### config.mk
export PLATFORM = sky130hd
export DESIGN_NAME = dmacCore
export DESIGN_NICKNAME = d
export VERILOG_FILES = /design/src/hw/dmacPkg.sv /design/src/hw/peripheralPort.sv /design/src/hw/dmaFifo.sv /design/src/hw/cpuBusSm.sv /design/src/hw/cpuBusPort.sv /design/src/hw/dmacCore.sv
export VERILOG_INCLUDE_DIRS = /design/src /design/src/hw
export SDC_FILE = /design/constraint.sdc
export NUM_CORES = 1
export LEC_CHECK = 0
export BUFFER_PORTS_ARGS = -buffer_cell sky130_fd_sc_hd__buf_2
export CORE_MARGIN = 2
export CORE_UTILIZATION = 35
export DETAILED_ROUTE_END_ITERATION = 8
export PLACE_DENSITY_LB_ADDON = 0.3
export SYNTH_ARGS = -nofsm -noshare
export SYNTH_HDL_FRONTEND = slang
export SYNTH_SLANG_ARGS = --single-unit
### constraint.sdc
create_clock -name CLK -period 11.2 [get_ports CLK]
set_clock_uncertainty 0.2 [all_clocks]
set_input_delay 1.12 -clock CLK [delete_from_list [all_inputs] [get_ports CLK]]
set_output_delay 1.12 -clock CLK [all_outputs]
set_load 0.02 [all_outputs]
### src/hw/dmac_config.svh
// Macros for FIFO depth, bus address width, longword count width and burst limit
`ifndef DMAC_CONFIG_SVH
`define DMAC_CONFIG_SVH

// Longwords held in the FIFO
`define DMAC_FIFO_DEPTH 8

// CPU bus address width
`define DMAC_ADDR_W 32

// Width of the longword counter
`define DMAC_COUNT_W 16

// Longwords per bus tenure before mastership is released
`define DMAC_BURST_MAX 4

`endif

### src/hw/dmacPkg.sv
// Package dmacPkg with transfer direction, FSM state, termination enums and status structs
`default_nettype none
`include "dmac_config.svh"

package dmacPkg;

    typedef enum logic {
        memRead  = 1'b0,               // Memory to peripheral
        memWrite = 1'b1                // Peripheral to memory
    } xferDirT;

    typedef enum logic [2:0] {
        idle,
        request,
        granted,
        address,
        strobe,
        waitTerm,
        recover
    } cpuSmStateT;

    typedef enum logic [1:0] {
        termNone,
        term32,
        term16
    } termKindT;

    typedef struct packed {
        logic                               empty;
        logic                               full;
        logic [$clog2(`DMAC_FIFO_DEPTH):0]  level;   // Longwords held
    } fifoStatusT;

    // Per-clock bus cycle controls from the FSM to the pin block
    typedef struct packed {
        logic master;                  // Bus owned, nBgack low
        logic strobe;                  // nAs and nDs asserted
        logic rw;                      // High for a memory read
        logic upperHalf;               // Full longword or its upper word
        logic addrStep;                // Advance the address counter
        logic capture;                 // Push the assembled read longword
    } busCycleT;

endpackage

`default_nettype wire

### src/hw/peripheralPort.sv
// Module peripheralPort: halfword packing into longwords and longword splitting into halfwords
`timescale 1ns/10ps
`default_nettype none

module peripheralPort (
    input  wire                        CLK,
    input  wire                        nRESET,
    input  wire                        periphWrStb,
    input  wire [15:0]                 periphWrData,
    input  wire                        periphRdStb,
    output logic [15:0]                periphRdData,
    output logic                       periphFull,
    output logic                       periphEmpty,
    output logic [31:0]                fifoWrData,
    output logic                       fifoPush,
    input  wire [31:0]                 fifoRdData,
    output logic                       fifoPop,
    input  wire dmacPkg::fifoStatusT   fifoStatus
);

    logic        wrHalf;               // Upper half already held
    logic [15:0] wrUpper;
    logic        pairValid;            // Longword waiting for FIFO room
    logic        rdHalf;               // Lower half on periphRdData
    logic        wrTake;
    logic        rdTake;

    always_comb begin
        periphFull   = fifoStatus.full && !wrHalf;
        periphEmpty  = fifoStatus.empty;
        wrTake       = periphWrStb && !periphFull;
        rdTake       = periphRdStb && !periphEmpty;
        fifoPush     = pairValid && !fifoStatus.full;
        fifoPop      = rdTake && rdHalf;           // Second strobe frees the longword
        periphRdData = rdHalf ? fifoRdData[15:0] : fifoRdData[31:16];
    end

    always_ff @(posedge CLK or negedge nRESET) begin
        if (!nRESET) begin
            wrHalf    <= 1'b0;
            pairValid <= 1'b0;
            rdHalf    <= 1'b0;
        end else begin
            if (wrTake) begin
                wrHalf <= !wrHalf;
            end
            if (wrTake && wrHalf) begin
                pairValid <= 1'b1;
            end else if (fifoPush) begin
                pairValid <= 1'b0;
            end
            if (rdTake) begin
                rdHalf <= !rdHalf;
            end
        end
    end

    // Big-endian pairing, first halfword is the upper half
    always_ff @(posedge CLK) begin
        if (wrTake && !wrHalf) begin
            wrUpper <= periphWrData;
        end
        if (wrTake && wrHalf) begin
            fifoWrData <= {wrUpper, periphWrData};
        end
    end

endmodule

`default_nettype wire

### src/hw/dmaFifo.sv
// Module dmaFifo: circular longword buffer with level counter and empty/full status
`timescale 1ns/10ps
`default_nettype none
`include "dmac_config.svh"

module dmaFifo (
    input  wire                        CLK,
    input  wire                        nRESET,
    input  wire                        start,
    input  wire [31:0]                 wrData,
    input  wire                        push,
    output logic [31:0]                rdData,
    input  wire                        pop,
    output dmacPkg::fifoStatusT        status
);

    localparam int Depth  = `DMAC_FIFO_DEPTH;
    localparam int PtrW   = $clog2(Depth);
    localparam int LevelW = PtrW + 1;

    logic [31:0]       mem [Depth];
    logic [PtrW-1:0]   wrPtr;
    logic [PtrW-1:0]   rdPtr;
    logic [LevelW-1:0] level;
    logic              doPush;
    logic              doPop;

    function automatic logic [PtrW-1:0] nextPtr(input logic [PtrW-1:0] ptr);
        return (ptr == PtrW'(Depth - 1)) ? '0 : ptr + 1'b1;
    endfunction

    always_comb begin
        status.level = level;
        status.empty = (level == '0);
        status.full  = (level == LevelW'(Depth));
        doPush       = push && !status.full;       // Overflow dropped
        doPop        = pop && !status.empty;
        rdData       = mem[rdPtr];                 // Head is always visible
    end

    always_ff @(posedge CLK or negedge nRESET) begin
        if (!nRESET) begin
            wrPtr <= '0;
            rdPtr <= '0;
            level <= '0;
        end else if (start) begin
            wrPtr <= '0;
            rdPtr <= '0;
            level <= '0;
        end else begin
            if (doPush) begin
                wrPtr <= nextPtr(wrPtr);
            end
            if (doPop) begin
                rdPtr <= nextPtr(rdPtr);
            end
            case ({doPush, doPop})
                2'b10:   level <= level + 1'b1;
                2'b01:   level <= level - 1'b1;
                default: level <= level;
            endcase
        end
    end

    always_ff @(posedge CLK) begin
        if (doPush) begin
            mem[wrPtr] <= wrData;
        end
    end

endmodule

`default_nettype wire

### src/hw/cpuBusSm.sv
// Module cpuBusSm: bus arbitration and bus cycle FSM with longword and burst counters
`timescale 1ns/10ps
`default_nettype none
`include "dmac_config.svh"

module cpuBusSm (
    input  wire                        CLK,
    input  wire                        nRESET,
    input  wire                        start,
    input  wire                        dmaEna,
    input  wire dmacPkg::xferDirT      dmaDir,
    input  wire [`DMAC_COUNT_W-1:0]    longCount,
    input  wire dmacPkg::fifoStatusT   fifoStatus,
    input  wire dmacPkg::termKindT     term,
    input  wire                        nBg,
    output logic                       nBr,
    output logic                       nBgack,
    output dmacPkg::busCycleT          cycle,
    output logic                       fifoPop,
    output logic                       xferDone
);

    localparam int BurstW = $clog2(`DMAC_BURST_MAX + 1);
    localparam int LevelW = $clog2(`DMAC_FIFO_DEPTH) + 1;

    dmacPkg::cpuSmStateT      state;
    logic [`DMAC_COUNT_W-1:0] count;
    logic [BurstW-1:0]        burst;
    logic                     half;        // Lower word cycle of a 16-bit port
    logic                     isWrite;
    logic                     reqCond;
    logic                     termSeen;
    logic                     finishing;
    logic                     keepBus;

    always_comb begin
        isWrite   = (dmaDir == dmacPkg::memWrite);
        reqCond   = dmaEna && (count != '0) &&
                    (isWrite ? !fifoStatus.empty : !fifoStatus.full);
        termSeen  = (state == dmacPkg::waitTerm) && (term != dmacPkg::termNone);
        finishing = termSeen && !((term == dmacPkg::term16) && !half);
        // Status still predates this pop or push, hence the margin of one
        keepBus   = dmaEna && (count != 1) && ((burst + 1'b1) < `DMAC_BURST_MAX) &&
                    (isWrite ? (fifoStatus.level >= LevelW'(2))
                             : (fifoStatus.level < LevelW'(`DMAC_FIFO_DEPTH - 1)));
    end

    always_ff @(posedge CLK or negedge nRESET) begin
        if (!nRESET) begin
            state  <= dmacPkg::idle;
            nBr    <= 1'b1;
            nBgack <= 1'b1;
            count  <= '0;
            burst  <= '0;
            half   <= 1'b0;
        end else begin
            if (start) begin
                count <= longCount;
            end else if (finishing) begin
                count <= count - 1'b1;
            end
            case (state)
                dmacPkg::idle: begin
                    if (reqCond) begin
                        nBr   <= 1'b0;
                        state <= dmacPkg::request;
                    end
                end
                dmacPkg::request: begin
                    if (!reqCond) begin
                        nBr   <= 1'b1;             // Withdrawn before grant
                        state <= dmacPkg::idle;
                    end else if (!nBg) begin
                        nBr    <= 1'b1;
                        nBgack <= 1'b0;
                        burst  <= '0;
                        half   <= 1'b0;
                        state  <= dmacPkg::granted;
                    end
                end
                dmacPkg::granted, dmacPkg::address: begin
                    state <= dmacPkg::strobe;
                end
                dmacPkg::strobe: begin
                    state <= dmacPkg::waitTerm;
                end
                dmacPkg::waitTerm: begin
                    if (termSeen && !finishing) begin
                        half  <= 1'b1;             // Lower word cycle follows
                        state <= dmacPkg::address;
                    end else if (finishing) begin
                        half  <= 1'b0;
                        burst <= burst + 1'b1;
                        if (keepBus) begin
                            state <= dmacPkg::address;
                        end else begin
                            nBgack <= 1'b1;
                            state  <= dmacPkg::recover;
                        end
                    end
                end
                dmacPkg::recover: begin
                    state <= dmacPkg::idle;        // nBgack high for one clock
                end
                default: begin
                    state <= dmacPkg::idle;
                end
            endcase
        end
    end

    always_comb begin
        cycle.master    = !nBgack;
        cycle.strobe    = (state == dmacPkg::strobe) || (state == dmacPkg::waitTerm);
        cycle.rw        = !(!nBgack && isWrite);
        cycle.upperHalf = !half;
        cycle.addrStep  = termSeen;
        cycle.capture   = finishing && !isWrite;
        fifoPop         = finishing && isWrite;
        xferDone        = (count == '0) && fifoStatus.empty;
    end

endmodule

`default_nettype wire

### src/hw/cpuBusPort.sv
// Module cpuBusPort: address counter, data lane steering, read capture and termination decode
`timescale 1ns/10ps
`default_nettype none
`include "dmac_config.svh"

module cpuBusPort (
    input  wire                        CLK,
    input  wire                        nRESET,
    input  wire                        start,
    input  wire [`DMAC_ADDR_W-1:0]     startAddr,
    input  wire dmacPkg::busCycleT     cycle,
    input  wire [31:0]                 fifoRdData,
    output logic [31:0]                captureData,
    output logic                       capturePush,
    input  wire [1:0]                  nDsack,
    input  wire                        nSterm,
    output dmacPkg::termKindT          term,
    output logic [`DMAC_ADDR_W-1:0]    addr,
    output logic [31:0]                dataOut,
    output logic                       dataOe,
    input  wire [31:0]                 dataIn,
    output logic                       nAs,
    output logic                       nDs,
    output logic                       rw,
    output logic                       siz16
);

    dmacPkg::termKindT        termNext;
    logic [`DMAC_ADDR_W-1:0]  addrInc;
    logic [31:0]              rdLatch;     // Sampled with the termination
    logic [15:0]              upperHold;   // Upper word of a split read

    always_comb begin
        if (!nSterm || (nDsack == 2'b00)) begin
            termNext = dmacPkg::term32;
        end else if (nDsack == 2'b01) begin
            termNext = dmacPkg::term16;
        end else begin
            termNext = dmacPkg::termNone;
        end
        addrInc = (cycle.upperHalf && (term == dmacPkg::term32)) ?
                  `DMAC_ADDR_W'(4) : `DMAC_ADDR_W'(2);
    end

    always_ff @(posedge CLK or negedge nRESET) begin
        if (!nRESET) begin
            term <= dmacPkg::termNone;
            addr <= '0;
        end else begin
            term <= cycle.strobe ? termNext : dmacPkg::termNone;
            if (start) begin
                addr <= startAddr;
            end else if (cycle.addrStep) begin
                addr <= addr + addrInc;
            end
        end
    end

    always_ff @(posedge CLK) begin
        if (cycle.strobe) begin
            rdLatch <= dataIn;
        end
        if (cycle.addrStep && cycle.upperHalf) begin
            upperHold <= rdLatch[31:16];           // 16-bit port answers on D31:16
        end
    end

    always_comb begin
        captureData = cycle.upperHalf ? rdLatch : {upperHold, rdLatch[31:16]};
        capturePush = cycle.capture;
        // Lower word is duplicated so a 16-bit port sees it on D31:16
        dataOut     = cycle.upperHalf ? fifoRdData : {fifoRdData[15:0], fifoRdData[15:0]};
        dataOe      = cycle.master && !cycle.rw;
        nAs         = !cycle.strobe;
        nDs         = !cycle.strobe;
        rw          = cycle.rw;
        siz16       = cycle.master && !cycle.upperHalf;
    end

endmodule

`default_nettype wire

### src/hw/dmacCore.sv
// Module dmacCore: DMA controller top with peripheral port, FIFO, bus FSM and bus pins
`timescale 1ns/10ps
`default_nettype none
`include "dmac_config.svh"

module dmacCore (
    input  wire                        CLK,
    input  wire                        nRESET,
    input  wire                        periphWrStb,
    input  wire [15:0]                 periphWrData,
    input  wire                        periphRdStb,
    output logic [15:0]                periphRdData,
    output logic                       periphFull,
    output logic                       periphEmpty,
    input  wire                        start,
    input  wire                        dmaEna,
    input  wire dmacPkg::xferDirT      dmaDir,
    input  wire [`DMAC_ADDR_W-1:0]     startAddr,
    input  wire [`DMAC_COUNT_W-1:0]    longCount,
    output logic                       xferDone,
    output logic [`DMAC_ADDR_W-1:0]    addr,
    output logic [31:0]                dataOut,
    output logic                       dataOe,
    input  wire [31:0]                 dataIn,
    output logic                       nAs,
    output logic                       nDs,
    output logic                       rw,
    output logic                       siz16,
    output logic                       nBr,
    input  wire                        nBg,
    output logic                       nBgack,
    input  wire [1:0]                  nDsack,
    input  wire                        nSterm
);

    dmacPkg::fifoStatusT fifoStatus;
    dmacPkg::busCycleT   cycle;
    dmacPkg::termKindT   term;
    logic [31:0]         fifoRdData;
    logic [31:0]         fifoWrData;
    logic                fifoPush;
    logic                fifoPop;
    logic [31:0]         periphLong;
    logic                periphPush;
    logic                periphPop;
    logic [31:0]         captureData;
    logic                capturePush;
    logic                busPop;
    logic                isWrite;

    // FIFO writer and reader swap with the transfer direction
    always_comb begin
        isWrite    = (dmaDir == dmacPkg::memWrite);
        fifoWrData = isWrite ? periphLong : captureData;
        fifoPush   = isWrite ? periphPush : capturePush;
        fifoPop    = isWrite ? busPop : periphPop;
    end

    peripheralPort peripheralPort_inst (
        .CLK(CLK), .nRESET(nRESET),
        .periphWrStb(periphWrStb), .periphWrData(periphWrData),
        .periphRdStb(periphRdStb), .periphRdData(periphRdData),
        .periphFull(periphFull), .periphEmpty(periphEmpty),
        .fifoWrData(periphLong), .fifoPush(periphPush),
        .fifoRdData(fifoRdData), .fifoPop(periphPop), .fifoStatus(fifoStatus)
    );

    dmaFifo dmaFifo_inst (
        .CLK(CLK), .nRESET(nRESET), .start(start),
        .wrData(fifoWrData), .push(fifoPush),
        .rdData(fifoRdData), .pop(fifoPop), .status(fifoStatus)
    );

    cpuBusSm cpuBusSm_inst (
        .CLK(CLK), .nRESET(nRESET), .start(start), .dmaEna(dmaEna), .dmaDir(dmaDir),
        .longCount(longCount), .fifoStatus(fifoStatus), .term(term), .nBg(nBg),
        .nBr(nBr), .nBgack(nBgack), .cycle(cycle), .fifoPop(busPop), .xferDone(xferDone)
    );

    cpuBusPort cpuBusPort_inst (
        .CLK(CLK), .nRESET(nRESET), .start(start), .startAddr(startAddr),
        .cycle(cycle), .fifoRdData(fifoRdData),
        .captureData(captureData), .capturePush(capturePush),
        .nDsack(nDsack), .nSterm(nSterm), .term(term),
        .addr(addr), .dataOut(dataOut), .dataOe(dataOe), .dataIn(dataIn),
        .nAs(nAs), .nDs(nDs), .rw(rw), .siz16(siz16)
    );

endmodule

`default_nettype wire

==> impl_results.md <==
- Number of buffers inserted for hold repair after clock tree synthesis: 0
- Largest fanout on the critical path: 44
- Type of the most critical hold path: flop to flop
- Fraction of final layout cells sized beyond drive strength 1: 28.7%
- Final Cycle Share: 42.2%
- Yosys warning count: 0
- CORE AREA: about 50000 um2
- Final core utilization: between 40% and 50%
- Number of synthesized register bits: between 400 and 500
- Drt wl/cell: 19.5 um
- Die width: 229 um
- Routability-driven placement congestion ratio: 0.837
- I/O Pins: approximately 200
- Fraction of post-synthesis cell area in the top cell type by area: 59.5%
- Yosys top cell by area: edfxtp_1
- Die Y-Extent: 229 um
- Pin count of the biggest net entering global routing: 108
- Clock sink count: 424
- Worst EP required: 9880 ps
- Final worst-path setup slack: 6470 ps
- Slowest stage delay, CP: 760 ps
- Post-CTS setup buffers: 0
- Summed negative setup slack over all endpoints: 0 ps
- Grt total ovfl: 0
- Skew-Pair Late Insertion Delay: 580 ps
- Worst IR Drop VDD: 0.136 mV
- Leak pwr: 0.00734 uW
- Clock tree from TritonCTS: yes
- Type of destination of the critical path: output pin
- Via count: 10200
- Worst path slowest cell: buf_4
- Crit path DAT: 3410 ps
- Number of unique standard cell types used by synthesis: 67
- Syn Std Cell Area: 17800 um2
- Slew of the pin with the lowest slew margin: 1370 ps
- Final number of setup-violating endpoints: 0
- Initial cell density of the core: a little over a third
- Critical path, cell by cell: buf_4 -> mux4_2 -> mux2i_1 -> a21oi_1 -> buf_2
- Total count of hold-check failures in the final report: 0
- Overall Global Routing Usage: 15.4%
- DRT antenna net count: 0
- Number of design rule violations left after detail routing: 0
- Remaining max-slew budget at the tightest pin: 7.51%
- Setup Slack @ Placement: 6940 ps
- Worst Hold Margin: about 210 ps
- Synthesis-to-finish area growth: 18.4%
- Pwr/cell area: 202 nW/um2
- CTS Buffer Depth: 3
- Syn_area_per_cell: 15.5 um2
- Layout Nets: between 1000 and 1500
- Maximum clock frequency: 0.211 GHz
- Detailed router's first-iteration violation count: around 700
- Pre-Repair DR Iteration Count: 5
- Post-synth top flop: edfxtp_1
- Run status: complete, no violations
- Mean number of vias per cell: 4.96
- Count of buffers from port buffering: roughly 200
- Via count of the first global-routing pass: 10500
- Detailed placer's ending HPWL: 24700 um
- Sequential-to-total area share from yosys stat: 69.7%
- Number of cells upsized or downsized after cts: 0
- Fin cells: 2060
- Max-slew violations: 0
- TritonCTS buffer count: 45
- Placed cell count: 1976
- Ys async rst share: 17.0%
- Tmin final: 4730 ps
- Critical Path Start Type: flop
- Setup repair after global routing missed its margin: no
- Routed WL: 40200 um
- Clock transition at the registers of the reported paths: roughly 60 ps
- Number of enable flip-flop cells after synthesis: roughly 350
- Max-capacitance violation count: 0
- Leading post-synthesis cells by cell area: edfxtp_1 (60%), dfrtp_1 (9.9%), mux4_2 (8.1%)
- First-pass GRT wire length: 62000 um
- Post-synthesis cell count: 1145
- Critical Setup Path Class: flop to output pin
- Number of H-tree levels: 2
- Number of antenna violations at the first check in global routing: 4
- Clock root buffer: clkbuf_16
- Die outline area: 52600 um2
- Post-synthesis net count: 1264
- Placement Rows: 82
[placed cells by master, fill, tap and decap left out, types with 5 or more instances in the layout]
| cell | instances |
|---|---|
| buf_2 | 195 |
| dfrtp_1 | 66 |
| nor3_1 | 11 |
| nor3_2 | 7 |
| buf_4 | 28 |
| xnor2_1 | 19 |
| nor2_1 | 53 |
| a21oi_1 | 49 |
| mux2i_1 | 50 |
| mux4_2 | 64 |
| clkbuf_16 | 45 |
| clkinv_1 | 13 |
| clkbuf_1 | 6 |
| and4_1 | 6 |
| nand4_1 | 15 |
| nand3_1 | 19 |
| edfxtp_1 | 352 |
| o21ai_0 | 78 |
| inv_1 | 30 |
| o21ai_1 | 8 |
| ha_1 | 11 |
| a31oi_1 | 5 |
| nand2_1 | 105 |
| clkinv_2 | 7 |
| or3_1 | 5 |
| xor2_1 | 27 |
| mux2_2 | 19 |
| and3_1 | 8 |
[per-stage QoR]
step | total power (uW) | cell area [um2]
6_report | 4240 | 21000
5_1_grt | 4430 | 21000
4_1_cts | 4290 | 21000
3_5_place_dp | 2820 | 19600
3_3_place_gp | 2800 | 19600
2_1_floorplan | 2520 | 17800
[worst paths after layout]
kind / start / endpoint / cells after the start / slack, ps
min in group asynchronous: nRESET / cpuBusPort_inst.addr[12]$_DFFE_PN0N_ / 1 / 490
setup / recovery: dmaFifo_inst.rdPtr[0]$_DFFE_PN0P_ / dataOut[21] / 5 / 6470
max in group asynchronous: nRESET / dmaFifo_inst.rdPtr[0]$_DFFE_PN0P_ / 1 / 9570
hold / removal: peripheralPort_inst.wrUpper[12]$_DFFE_PP_ / peripheralPort_inst.fifoWrData[28]$_DFFE_PP_ / 0 / 210
hold reg to reg: peripheralPort_inst.wrUpper[12]$_DFFE_PP_ / peripheralPort_inst.fifoWrData[28]$_DFFE_PP_ / 0 / 210
setup reg to reg: cpuBusSm_inst.half$_DFFE_PN0P_ / dmaFifo_inst.mem[2][28]$_DFFE_PP_ / 6 / 7300
[power breakdown]
| part | total (uW) | internal (uW) | switching, uW | leakage, uW |
|---|---|---|---|---|
| Sequential | 2000 | 1910 | 93.1 | 0.00410 |
| Clock | 1470 | 836 | 630 | 0.000701 |
| Combinational | 769 | 257 | 512 | 0.00254 |
[metal layers]
layer	GRT usage, %	share of wire [%]	up-vias
met5	0	0.075	-
met4	4.46	2.4	4
met3	3.01	5.5	66
met2	23.7	45	269
met1	22.3	47	5095
li1	-	-	4791
[worst max-delay path, delay by kind of cell, from the launching register on]
family / cells / cell delay [ps]
AO/OA/AOI/OAI: 1 / 140
buffers and inverters: 2 / 940
flip-flops: 1 / 710
multiplexers: 2 / 1020
[sequential cells by signal, summed over array words and instances (netlist names), 2 cells and up]
register and cells:
dmaFifo_inst.rdPtr 3, peripheralPort_inst.fifoWrData 32, dmaFifo_inst.wrPtr 3, cpuBusSm_inst.burst 3, dmaFifo_inst.mem 256, cpuBusSm_inst.state 3
cpuBusPort_inst.rdLatch 32, cpuBusPort_inst.addr 32, cpuBusPort_inst.term 2, peripheralPort_inst.wrUpper 16, cpuBusSm_inst.count 16, dmaFifo_inst.level 4
cpuBusPort_inst.upperHold 16
[logic make-up after synthesis]
group / after synthesis / synth area share (%)
and+or+nand+nor: 267 / 7.54
adders and majority gates: 12 / 0.887
AOI/OAI and AO/OA: 167 / 5.30
xor gates and xnor gates: 46 / 2.27
buffers and inverters: 95 / 2.15
muxes: 134 / 12.2
DFF: 424 / 69.7
[synth_stat cells (4+ instances only)]
cell,count
a21o_1,4
a21oi_1,49
a31oi_1,5
and3_1,8
and4_1,6
buf_1,10
buf_2,16
clkbuf_1,36
dfrtp_1,70
edfxtp_1,352
ha_1,11
inv_1,30
mux2_2,19
mux2i_1,50
mux4_2,64
nand2_1,105
nand2b_1,4
nand3_1,19
nand4_1,15
nor2_1,54
nor3_1,15
nor3b_1,4
nor4_1,4
o21ai_0,78
o21ai_1,8
or3_1,5
xnor2_1,19
xor2_1,27
[cell type report]
class,instances,area (um2)
sequential,424,12400
timing repair buffer,223,1190
tap,672,841
fill,4526,29100
antenna,2,5.00
clock buffer,51,1150
multi-input combinational,626,5060
clock inverter,31,295
inverter,31,116
Note: power is estimated with default switching activity, not from simulation.
